### config.mk
export PLATFORM = sky130hd
export DESIGN_NAME = dmac_wrap
export DESIGN_NICKNAME = d
export VERILOG_FILES = /design/src/verilog/dmac_pkg.sv /design/src/verilog/dmac_wrap.sv /design/src/verilog/dma_engine.sv /design/src/verilog/cmd_arbiter.sv /design/src/verilog/chan_prog.sv /design/src/verilog/ctrl_demux.sv
export SDC_FILE = /design/constraint.sdc
export NUM_CORES = 1
export LEC_CHECK = 0
export ABC_AREA = 0
export BUFFER_PORTS_ARGS = -buffer_cell sky130_fd_sc_hd__buf_2
export CORE_UTILIZATION = 55
export DETAILED_ROUTE_END_ITERATION = 6
export PLACE_DENSITY = 0.81
export SLEW_MARGIN = 20
export SYNTH_ARGS = -nofsm -noshare
export SYNTH_HDL_FRONTEND = slang
export SYNTH_SLANG_ARGS = --single-unit
### constraint.sdc
create_clock -name clk_i -period 3.4 [get_ports clk_i]
set_input_delay 0.68 -clock clk_i [delete_from_list [all_inputs] [get_ports clk_i]]
set_output_delay 0.68 -clock clk_i [all_outputs]
set_load 0.005 [all_outputs]
### src/verilog/dmac_pkg.sv
/*
 * shared definitions of the two-channel DMA block
 * bus widths, register map, TCDM remap fields and the bus structs
 * modules pull it in with a wildcard import in the module body
 */

`default_nettype none

package dmac_pkg;

   //************************************************************
   // widths
   //************************************************************
   localparam int data_width     = 32;
   localparam int addr_width     = 32;
   localparam int be_width       = data_width / 8;
   localparam int len_width      = 16;

   // TCDM byte address, SRAM part excludes the SCM bit
   localparam int tcdm_add_width = 13;
   localparam int sram_add_width = tcdm_add_width - 1;

   // bank interleave remap fields
   localparam int remap_bank_bits = 3;
   localparam int remap_low_bits  = 4;

   // channels
   localparam int nb_chan    = 2;
   localparam int chan_load  = 0;
   localparam int chan_store = 1;

   //************************************************************
   // control register map
   //************************************************************
   // address bit that picks load or store
   localparam int chan_sel_bit = 4;

   localparam logic [3:0] reg_tcdm_add = 4'h0;
   localparam logic [3:0] reg_ext_add  = 4'h4;
   localparam logic [3:0] reg_cmd      = 4'h8;
   // bit 0 is the pending flag
   localparam logic [3:0] reg_status   = 4'hC;

   // request side of a req/gnt/r_valid bus, wen high is a read
   typedef struct packed {
      logic                  req;
      logic [addr_width-1:0] add;
      logic                  wen;
      logic [be_width-1:0]   be;
      logic [data_width-1:0] wdata;
   } mem_req_t;

   // response side of the same bus
   typedef struct packed {
      logic                  gnt;
      logic                  r_valid;
      logic [data_width-1:0] r_rdata;
   } mem_rsp_t;

   // command word, len 0 counts as one word
   typedef struct packed {
      logic [data_width-len_width-1:0] rsvd;
      logic [len_width-1:0]            len;
   } dma_cmd_t;

   // written word, seen as an address or as a command
   typedef union packed {
      logic [data_width-1:0] add;
      dma_cmd_t              cmd;
   } ctrl_word_u;

   // register access from the front end to one channel
   typedef struct packed {
      logic                  wr;
      logic [1:0]            offset;
      logic [data_width-1:0] wdata;
   } reg_acc_t;

   // transfer descriptor, dir high moves TCDM to external
   typedef struct packed {
      logic                  dir;
      logic [addr_width-1:0] tcdm_add;
      logic [addr_width-1:0] ext_add;
      logic [len_width-1:0]  len;
      logic                  chan;
   } dma_xfer_t;

endpackage

`default_nettype wire
### src/verilog/dmac_wrap.sv
/*
 * top level of the two-channel DMA block
 * control port in front, one TCDM port and one external port behind
 * load and store channels share the engine through the arbiter
 */

`timescale 1ns/1ps
`default_nettype none

module dmac_wrap
(
   input  logic                         clk_i,
   input  logic                         arst_n_i,

   input  dmac_pkg::mem_req_t           ctrl_req_i,
   output dmac_pkg::mem_rsp_t           ctrl_rsp_o,

   output dmac_pkg::mem_req_t           tcdm_req_o,
   input  dmac_pkg::mem_rsp_t           tcdm_rsp_i,

   output dmac_pkg::mem_req_t           ext_req_o,
   input  dmac_pkg::mem_rsp_t           ext_rsp_i,

   output logic [dmac_pkg::nb_chan-1:0] term_event_o,
   output logic                         busy_o
);

   import dmac_pkg::*;

   // front end to channels
   reg_acc_t                             acc;
   logic [nb_chan-1:0]                   chan_req;
   logic [nb_chan-1:0]                   chan_accept;
   logic [nb_chan-1:0][data_width-1:0]   chan_rdata;

   // channels to arbiter
   logic [nb_chan-1:0]                   xfer_req;
   dma_xfer_t [nb_chan-1:0]              chan_xfer;
   logic [nb_chan-1:0]                   chan_grant;

   // arbiter to engine
   logic                                 xfer_valid;
   dma_xfer_t                            xfer;
   logic                                 engine_idle;

   //************************************************************
   // control front end
   //************************************************************
   ctrl_demux u_ctrl_demux
   (
      .clk_i         ( clk_i       ),
      .arst_n_i      ( arst_n_i    ),
      .ctrl_req_i    ( ctrl_req_i  ),
      .ctrl_rsp_o    ( ctrl_rsp_o  ),
      .acc_o         ( acc         ),
      .chan_req_o    ( chan_req    ),
      .chan_accept_i ( chan_accept ),
      .chan_rdata_i  ( chan_rdata  )
   );

   // ext to TCDM
   chan_prog #(.chan(chan_load)) u_load
   (
      .clk_i      ( clk_i                   ),
      .arst_n_i   ( arst_n_i                ),
      .req_i      ( chan_req[chan_load]     ),
      .acc_i      ( acc                     ),
      .accept_o   ( chan_accept[chan_load]  ),
      .rdata_o    ( chan_rdata[chan_load]   ),
      .xfer_req_o ( xfer_req[chan_load]     ),
      .xfer_o     ( chan_xfer[chan_load]    ),
      .grant_i    ( chan_grant[chan_load]   )
   );

   // TCDM to ext
   chan_prog #(.chan(chan_store)) u_store
   (
      .clk_i      ( clk_i                   ),
      .arst_n_i   ( arst_n_i                ),
      .req_i      ( chan_req[chan_store]    ),
      .acc_i      ( acc                     ),
      .accept_o   ( chan_accept[chan_store] ),
      .rdata_o    ( chan_rdata[chan_store]  ),
      .xfer_req_o ( xfer_req[chan_store]    ),
      .xfer_o     ( chan_xfer[chan_store]   ),
      .grant_i    ( chan_grant[chan_store]  )
   );

   //************************************************************
   // shared engine
   //************************************************************
   cmd_arbiter u_cmd_arbiter
   (
      .clk_i         ( clk_i       ),
      .arst_n_i      ( arst_n_i    ),
      .chan_req_i    ( xfer_req    ),
      .chan_xfer_i   ( chan_xfer   ),
      .chan_grant_o  ( chan_grant  ),
      .engine_idle_i ( engine_idle ),
      .xfer_valid_o  ( xfer_valid  ),
      .xfer_o        ( xfer        )
   );

   dma_engine u_dma_engine
   (
      .clk_i        ( clk_i        ),
      .arst_n_i     ( arst_n_i     ),
      .xfer_valid_i ( xfer_valid   ),
      .xfer_i       ( xfer         ),
      .idle_o       ( engine_idle  ),
      .tcdm_req_o   ( tcdm_req_o   ),
      .tcdm_rsp_i   ( tcdm_rsp_i   ),
      .ext_req_o    ( ext_req_o    ),
      .ext_rsp_i    ( ext_rsp_i    ),
      .term_event_o ( term_event_o ),
      .busy_o       ( busy_o       )
   );

endmodule

`default_nettype wire

### src/verilog/dma_engine.sv
/*
 * shared copy engine, one 32-bit word at a time
 * reads the source port, then writes the destination port
 * TCDM addresses go out bank-interleave remapped
 */

`timescale 1ns/1ps
`default_nettype none

module dma_engine
(
   input  logic                         clk_i,
   input  logic                         arst_n_i,
   input  logic                         xfer_valid_i,
   input  dmac_pkg::dma_xfer_t          xfer_i,
   output logic                         idle_o,
   output dmac_pkg::mem_req_t           tcdm_req_o,
   input  dmac_pkg::mem_rsp_t           tcdm_rsp_i,
   output dmac_pkg::mem_req_t           ext_req_o,
   input  dmac_pkg::mem_rsp_t           ext_rsp_i,
   output logic [dmac_pkg::nb_chan-1:0] term_event_o,
   output logic                         busy_o
);

   import dmac_pkg::*;

   typedef enum logic [1:0] {st_idle, st_read, st_rwait, st_write} state_t;

   state_t                state_q;
   logic                  dir_q;
   logic                  chan_q;
   logic [len_width-1:0]  cnt_q;
   logic [addr_width-1:0] tcdm_add_q;
   logic [addr_width-1:0] ext_add_q;
   logic [data_width-1:0] data_q;
   logic [nb_chan-1:0]    term_q;
   mem_rsp_t              src_rsp;
   mem_rsp_t              dst_rsp;
   logic                  wr_done;
   logic                  last_wr;

   // top row bits of the SRAM part drop to just above bit 3
   function automatic logic [addr_width-1:0] tcdm_remap(input logic [addr_width-1:0] a);
      return {a[addr_width-1:sram_add_width],
              a[sram_add_width-remap_bank_bits-1:remap_low_bits],
              a[sram_add_width-1:sram_add_width-remap_bank_bits],
              a[remap_low_bits-1:0]};
   endfunction

   // dir high reads TCDM and writes ext
   assign src_rsp = dir_q ? tcdm_rsp_i : ext_rsp_i;
   assign dst_rsp = dir_q ? ext_rsp_i : tcdm_rsp_i;

   assign wr_done = (state_q == st_write) && dst_rsp.gnt;
   assign last_wr = wr_done && (cnt_q == len_width'(1));

   //************************************************************
   // FSM
   //************************************************************
   always_ff @(posedge clk_i or negedge arst_n_i)
   begin
      if (!arst_n_i)
      begin
         state_q <= st_idle;
         dir_q   <= 1'b0;
         chan_q  <= 1'b0;
         cnt_q   <= '0;
         term_q  <= '0;
      end
      else
      begin
         // one pulse, on the channel that finished
         term_q <= '0;
         if (last_wr)
            term_q[chan_q] <= 1'b1;
         case (state_q)
            st_idle:
            begin
               if (xfer_valid_i)
               begin
                  state_q <= st_read;
                  dir_q   <= xfer_i.dir;
                  chan_q  <= xfer_i.chan;
                  cnt_q   <= xfer_i.len;
               end
            end
            st_read:
            begin
               if (src_rsp.gnt)
                  state_q <= st_rwait;
            end
            st_rwait:
            begin
               if (src_rsp.r_valid)
                  state_q <= st_write;
            end
            default:
            begin
               if (wr_done)
               begin
                  cnt_q   <= cnt_q - len_width'(1);
                  state_q <= last_wr ? st_idle : st_read;
               end
            end
         endcase
      end
   end

   // addresses and the word in flight
   always_ff @(posedge clk_i)
   begin
      if (state_q == st_idle && xfer_valid_i)
      begin
         tcdm_add_q <= xfer_i.tcdm_add;
         ext_add_q  <= xfer_i.ext_add;
      end
      else if (wr_done)
      begin
         tcdm_add_q <= tcdm_add_q + addr_width'(4);
         ext_add_q  <= ext_add_q + addr_width'(4);
      end
      if (state_q == st_rwait && src_rsp.r_valid)
         data_q <= src_rsp.r_rdata;
   end

   //************************************************************
   // memory ports
   //************************************************************
   always_comb
   begin
      tcdm_req_o       = '0;
      ext_req_o        = '0;
      tcdm_req_o.add   = tcdm_remap(tcdm_add_q);
      tcdm_req_o.wen   = (state_q == st_read);
      tcdm_req_o.be    = '1;
      tcdm_req_o.wdata = data_q;
      ext_req_o.add    = ext_add_q;
      ext_req_o.wen    = (state_q == st_read);
      ext_req_o.be     = '1;
      ext_req_o.wdata  = data_q;
      // read on the source, write on the destination
      tcdm_req_o.req   = (state_q == st_read && dir_q) || (state_q == st_write && !dir_q);
      ext_req_o.req    = (state_q == st_read && !dir_q) || (state_q == st_write && dir_q);
   end

   assign idle_o       = (state_q == st_idle);
   assign term_event_o = term_q;
   // pending work shows up as xfer_valid while idle
   assign busy_o       = !idle_o || xfer_valid_i;

endmodule

`default_nettype wire

### src/verilog/cmd_arbiter.sv
/*
 * round-robin arbiter between the two channels
 * grants the idle engine to one pending channel per transfer
 * and forwards that channel's descriptor
 */

`timescale 1ns/1ps
`default_nettype none

module cmd_arbiter
(
   input  logic                                         clk_i,
   input  logic                                         arst_n_i,
   input  logic [dmac_pkg::nb_chan-1:0]                 chan_req_i,
   input  dmac_pkg::dma_xfer_t [dmac_pkg::nb_chan-1:0]  chan_xfer_i,
   output logic [dmac_pkg::nb_chan-1:0]                 chan_grant_o,
   input  logic                                         engine_idle_i,
   output logic                                         xfer_valid_o,
   output dmac_pkg::dma_xfer_t                          xfer_o
);

   import dmac_pkg::*;

   logic last_q;
   logic win;

   // both pending: the one not served last time
   always_comb
   begin
      if (chan_req_i[chan_load] && chan_req_i[chan_store])
         win = ~last_q;
      else
         win = chan_req_i[chan_store];
   end

   // grant only while the engine sits idle
   assign xfer_valid_o = engine_idle_i & (|chan_req_i);
   assign xfer_o       = chan_xfer_i[win];

   always_comb
   begin
      chan_grant_o      = '0;
      chan_grant_o[win] = xfer_valid_o;
   end

   // starts as if store went last, load wins first
   always_ff @(posedge clk_i or negedge arst_n_i)
   begin
      if (!arst_n_i)
         last_q <= 1'(chan_store);
      else if (xfer_valid_o)
         last_q <= win;
   end

endmodule

`default_nettype wire

### src/verilog/chan_prog.sv
/*
 * register set of one DMA channel
 * holds the two addresses, the length and one pending command
 * instantiated once per channel, chan gives its index
 */

`timescale 1ns/1ps
`default_nettype none

module chan_prog
#(
   parameter int chan = dmac_pkg::chan_load
)
(
   input  logic                            clk_i,
   input  logic                            arst_n_i,
   input  logic                            req_i,
   input  dmac_pkg::reg_acc_t              acc_i,
   output logic                            accept_o,
   output logic [dmac_pkg::data_width-1:0] rdata_o,
   output logic                            xfer_req_o,
   output dmac_pkg::dma_xfer_t             xfer_o,
   input  logic                            grant_i
);

   import dmac_pkg::*;

   ctrl_word_u            wword;
   logic [3:0]            reg_off;
   logic                  is_cmd;
   logic                  wr_en;
   logic [addr_width-1:0] tcdm_add_q;
   logic [addr_width-1:0] ext_add_q;
   logic [len_width-1:0]  len_q;
   logic                  pending_q;

   assign wword.add = acc_i.wdata;
   assign reg_off   = {acc_i.offset, 2'b00};
   assign is_cmd    = acc_i.wr && (reg_off == reg_cmd);

   // one command slot, a second cmd write waits for the grant
   assign accept_o = ~(is_cmd & pending_q);
   assign wr_en    = req_i & acc_i.wr & accept_o;

   //************************************************************
   // registers
   //************************************************************
   always_ff @(posedge clk_i)
   begin
      if (wr_en && reg_off == reg_tcdm_add)
         tcdm_add_q <= wword.add;
      if (wr_en && reg_off == reg_ext_add)
         ext_add_q <= wword.add;
      // zero length means one word
      if (wr_en && is_cmd)
         len_q <= (wword.cmd.len == '0) ? len_width'(1) : wword.cmd.len;
   end

   // set by cmd write, cleared when the engine takes it
   always_ff @(posedge clk_i or negedge arst_n_i)
   begin
      if (!arst_n_i)
         pending_q <= 1'b0;
      else if (grant_i)
         pending_q <= 1'b0;
      else if (wr_en && is_cmd)
         pending_q <= 1'b1;
   end

   // readback, sampled by the front end at the grant edge
   always_comb
   begin
      case (reg_off)
         reg_tcdm_add: rdata_o = tcdm_add_q;
         reg_ext_add:  rdata_o = ext_add_q;
         reg_cmd:      rdata_o = data_width'(len_q);
         reg_status:   rdata_o = data_width'(pending_q);
         default:      rdata_o = '0;
      endcase
   end

   //************************************************************
   // descriptor towards the arbiter
   //************************************************************
   assign xfer_req_o      = pending_q;
   assign xfer_o.dir      = (chan == chan_store);
   assign xfer_o.tcdm_add = tcdm_add_q;
   assign xfer_o.ext_add  = ext_add_q;
   assign xfer_o.len      = len_q;
   assign xfer_o.chan     = 1'(chan);

endmodule

`default_nettype wire

### src/verilog/ctrl_demux.sv
/*
 * control bus front end
 * steers each core access to the load or store channel register set
 * and returns the read data one cycle after the grant
 */

`timescale 1ns/1ps
`default_nettype none

module ctrl_demux
(
   input  logic                                             clk_i,
   input  logic                                             arst_n_i,
   input  dmac_pkg::mem_req_t                               ctrl_req_i,
   output dmac_pkg::mem_rsp_t                               ctrl_rsp_o,
   output dmac_pkg::reg_acc_t                               acc_o,
   output logic [dmac_pkg::nb_chan-1:0]                     chan_req_o,
   input  logic [dmac_pkg::nb_chan-1:0]                     chan_accept_i,
   input  logic [dmac_pkg::nb_chan-1:0][dmac_pkg::data_width-1:0] chan_rdata_i
);

   import dmac_pkg::*;

   logic                  sel;
   logic                  gnt;
   logic                  r_valid_q;
   logic [data_width-1:0] rdata_q;

   // channel index straight from the address
   assign sel = ctrl_req_i.add[chan_sel_bit];

   // same access goes to both, only one sees req
   assign acc_o.wr     = ~ctrl_req_i.wen;
   assign acc_o.offset = ctrl_req_i.add[3:2];
   assign acc_o.wdata  = ctrl_req_i.wdata;

   always_comb
   begin
      chan_req_o      = '0;
      chan_req_o[sel] = ctrl_req_i.req;
   end

   // channel may hold off a cmd write
   assign gnt = ctrl_req_i.req & chan_accept_i[sel];

   //************************************************************
   // response path
   //************************************************************
   always_ff @(posedge clk_i or negedge arst_n_i)
   begin
      if (!arst_n_i)
         r_valid_q <= 1'b0;
      else
         r_valid_q <= gnt;
   end

   // sampled at the grant edge
   always_ff @(posedge clk_i)
   begin
      if (gnt)
         rdata_q <= chan_rdata_i[sel];
   end

   assign ctrl_rsp_o.gnt     = gnt;
   assign ctrl_rsp_o.r_valid = r_valid_q;
   assign ctrl_rsp_o.r_rdata = rdata_q;

endmodule

`default_nettype wire

==> results.yml <==
logic_synthesis:
  synth-seq-cells: 313
  synth_cells: 1077
  ys.flop_type: "edfxtp_1"
  synth_edf_count: 288
  synth_area_mm2: 0.0146
  yosysSeqAreaShare: 0.636
  ys_types: 61
  ys_warn_count: 0
  async_reset_ff_frac: 0.0799
  synth.avg_cell_area_um2: 13.5
floorplanning:
  die-area_mm2: 0.0272
  die_w_um: 165
  boundaryPins: 317
  core.rowCount: 59
  core_area_mm2: 0.0261
  die_h_um: 165
  start_util: 0.560
setup_path:
  crit_path_end_kind: "flip-flop"
  r2r_slack_ns: 0.81
  worstPathMaxFanout: 62
  rr_endpoint: "u_dma_engine.tcdm_add_q[27]"
  arrival_ns: 3.02
  required_ns: 3.83
  startpoint_type: "flip-flop"
  crit_type: "reg -> reg"
  rr_worst_depth: 5
  r2r_start: "u_load.xfer_req_o"
grt:
  overflow: 0
  grt_pass1_wl_mm: 56.8
  grt_max_degree: 63
  antenna_found_initial: 1
  grt_pass1_vias: 10019
  grt_use_total: 0.278
sta:
  worst_pin_slew_ns: 0.948
  clock_skew_ns: 0.0260
  finalSetupViolations: 0
  max_freq_mhz: 386
  finalCriticalPeriod_ns: 2.59
  rsz0062_at_grt: "false"
  slew_violations: 0
  hold_ws_ns: 0.127
  min_period_over_period: 0.762
  worst_slack_ns: 0.809
  max-slew-margin-rel: 0.368
  hold_viol_final: 0
clocking:
  clock_path_buffers: 3
  clk_pin_slew_ns: 0.06
  ctsResizeCount: 0
  post_cts_buffers: 0
  root_buffer: "clkbuf_16"
  ctsHoldBuffers: 0
  cts_max_level: 1
  cts_tree: "yes"
  cts.sinks: 313
  clkLatencyLatePin_ns: 0.56
  numCtsBuffers: 30
cells_and_area:
  layout.nets: 1449
  final_cell_mix: "288 x edfxtp_1, 275 x buf_2, 70 x o21ai_0, 61 x a22oi_1, 59 x nor2_1"
  fillCellCount: 1865
  fin_util: 0.654
  final_common_cell: "edfxtp_1"
  area_growth_pct: 16.9
  ff_latch_area_mm2: 0.00928
  drive_gt1_frac: 0.330
  fin_area_mm2: 0.0171
  multi_input_area_mm2: 0.00470
place:
  numPortBuffers: 275
  place_worst_setup_slack_ns: 0.897
  place_area_mm2: 0.0161
  place.detailed.hpwl_mm: 26.0
  place_congestion: 0.877
status:
  violations: "DRC"
  outcome: "finished with violations"
drt:
  first_iter_violations: 1214
  wire_per_inst_um: 23.0
  drt_wl_total_mm: 38.2
  firstDrtPassIters: 7
  vias_per_cell: 6.24
  drc_errors: 2
  final_antenna_net_count: 0
  via_count: 10355
flow_run:
  drv_cap: 0
power:
  p_leak_nw: 6.17
  cellPowerDensity_mw_per_mm2: 775
  vdd_ir_drop_max_v: 0.000615
min_path:
  hold_path.class: "in -> async"
worst max path at each step:
stage | slack [ns] | cells after the start | startpoint | endpoint
4_1_cts | 0.86 | 3 | u_dma_engine.chan_q | ext_req_o[69]
2_1_floorplan | -0.63 | 4 | ctrl_req_i[39] | u_load.tcdm_add_q[0]
5_1_grt | 0.79 | 5 | u_load.xfer_req_o | u_dma_engine.ext_add_q[23]
3_5_place_dp | 0.90 | 5 | u_load.xfer_req_o | u_dma_engine.tcdm_add_q[27]
6_report | 0.81 | 5 | u_load.xfer_req_o | u_dma_engine.tcdm_add_q[27]
3_3_place_gp | 0.94 | 5 | u_load.xfer_req_o | u_dma_engine.tcdm_add_q[27]
flip-flops by register name, summed over array words and instances (netlist names):
register,flops
u_cmd_arbiter.last_q,1
u_ctrl_demux.r_valid_q,1
u_ctrl_demux.rdata_q,32
u_dma_engine.chan_q,1
u_dma_engine.cnt_q,16
u_dma_engine.data_q,32
u_dma_engine.ext_add_q,32
u_dma_engine.state_q,2
u_dma_engine.tcdm_add_q,32
u_dma_engine.term_event_o,2
u_load.ext_add_q,32
u_load.len_q,16
u_load.tcdm_add_q,32
u_load.xfer_req_o,1
u_store.ext_add_q,32
u_store.len_q,16
u_store.tcdm_add_q,32
u_store.xfer_req_o,1
report_power, final:
part,internal (W),leakage (nW),switching (W)
combinational,0.00162,2.75,0.00227
sequential,0.00528,2.96,0.000788
clock,0.00184,0.458,0.00141
total,0.00875,6.17,0.00447
critical path, cell delays in order, from the launching register on:
cell and delay [ns]:
dfrtp_1 0.54, o21ai_2 0.81, inv_1 0.20, buf_12 0.25, or4_1 0.53, nand3_1 0.09
synth_stat cells, drive strengths merged (3+ instances only):
library cell    n  area share
a211oi         15      0.0077
a21o            3      0.0015
a21oi          45       0.016
a222oi          3      0.0021
a22o            4      0.0024
a22oi          61       0.031
a32o            3      0.0021
and2            7      0.0030
and3           15      0.0064
and4            4      0.0024
buf            60       0.028
clkbuf         57       0.015
dfrtp          24       0.041
edfxtp        288        0.59
ha              8      0.0069
inv            12      0.0031
mux2           43       0.033
mux2i          42       0.029
mux4           18       0.028
nand2          28      0.0072
nand2b          3      0.0013
nand3          34       0.012
nand4          18      0.0082
nor2           61       0.016
nor2b          18      0.0077
nor3           25       0.010
nor4           13      0.0056
o21ai          77       0.027
o22a            3      0.0018
or2             3      0.0013
or4             6      0.0036
xnor2          23       0.014
xor2           30       0.018
area by class of cell:
cell class / instances / share of cell area
clock buffers: 35 / 0.0451
inverters: 12 / 0.00264
repair buffers: 302 / 0.0970
well taps: 335 / 0.0246
multi-input cells: 642 / 0.276
flip-flops and latches: 313 / 0.544
diodes: 1 / 0.000147
clock inverters: 19 / 0.0109
metal layers:
metal / GRT usage / share of wire / wire, µm
met2: 0.453 / 0.49 / 18700
met5: 0 / 0 / 0
met1: 0.382 / 0.38 / 14600
met3: 0.0384 / 0.095 / 3620
met4: 0.105 / 0.034 / 1300
per-stage QoR:
stage               power [W]  instances  setup TNS [ns]
finish                 0.0132       1659               0
global placement      0.00975       1604               0
floorplan             0.00839       1084          -40.10
CTS                    0.0132       1658               0
global route           0.0138       1659               0
detailed placement    0.00995       1604               0
logic make-up (layout without fill, tap and decap cells):
group / Yosys count / after routing / synth area share
simple gates: 243 / 243 / 0.0891
other cells: 1 / 9 / 0.000257
fa+ha+maj: 8 / 8 / 0.00686
mux: 103 / 103 / 0.0898
buf+inv: 129 / 368 / 0.0462
flops: 313 / 313 / 0.636
xor+xnor: 53 / 53 / 0.0318
compound gates: 227 / 227 / 0.100
Power figures use the tool's default switching activity.
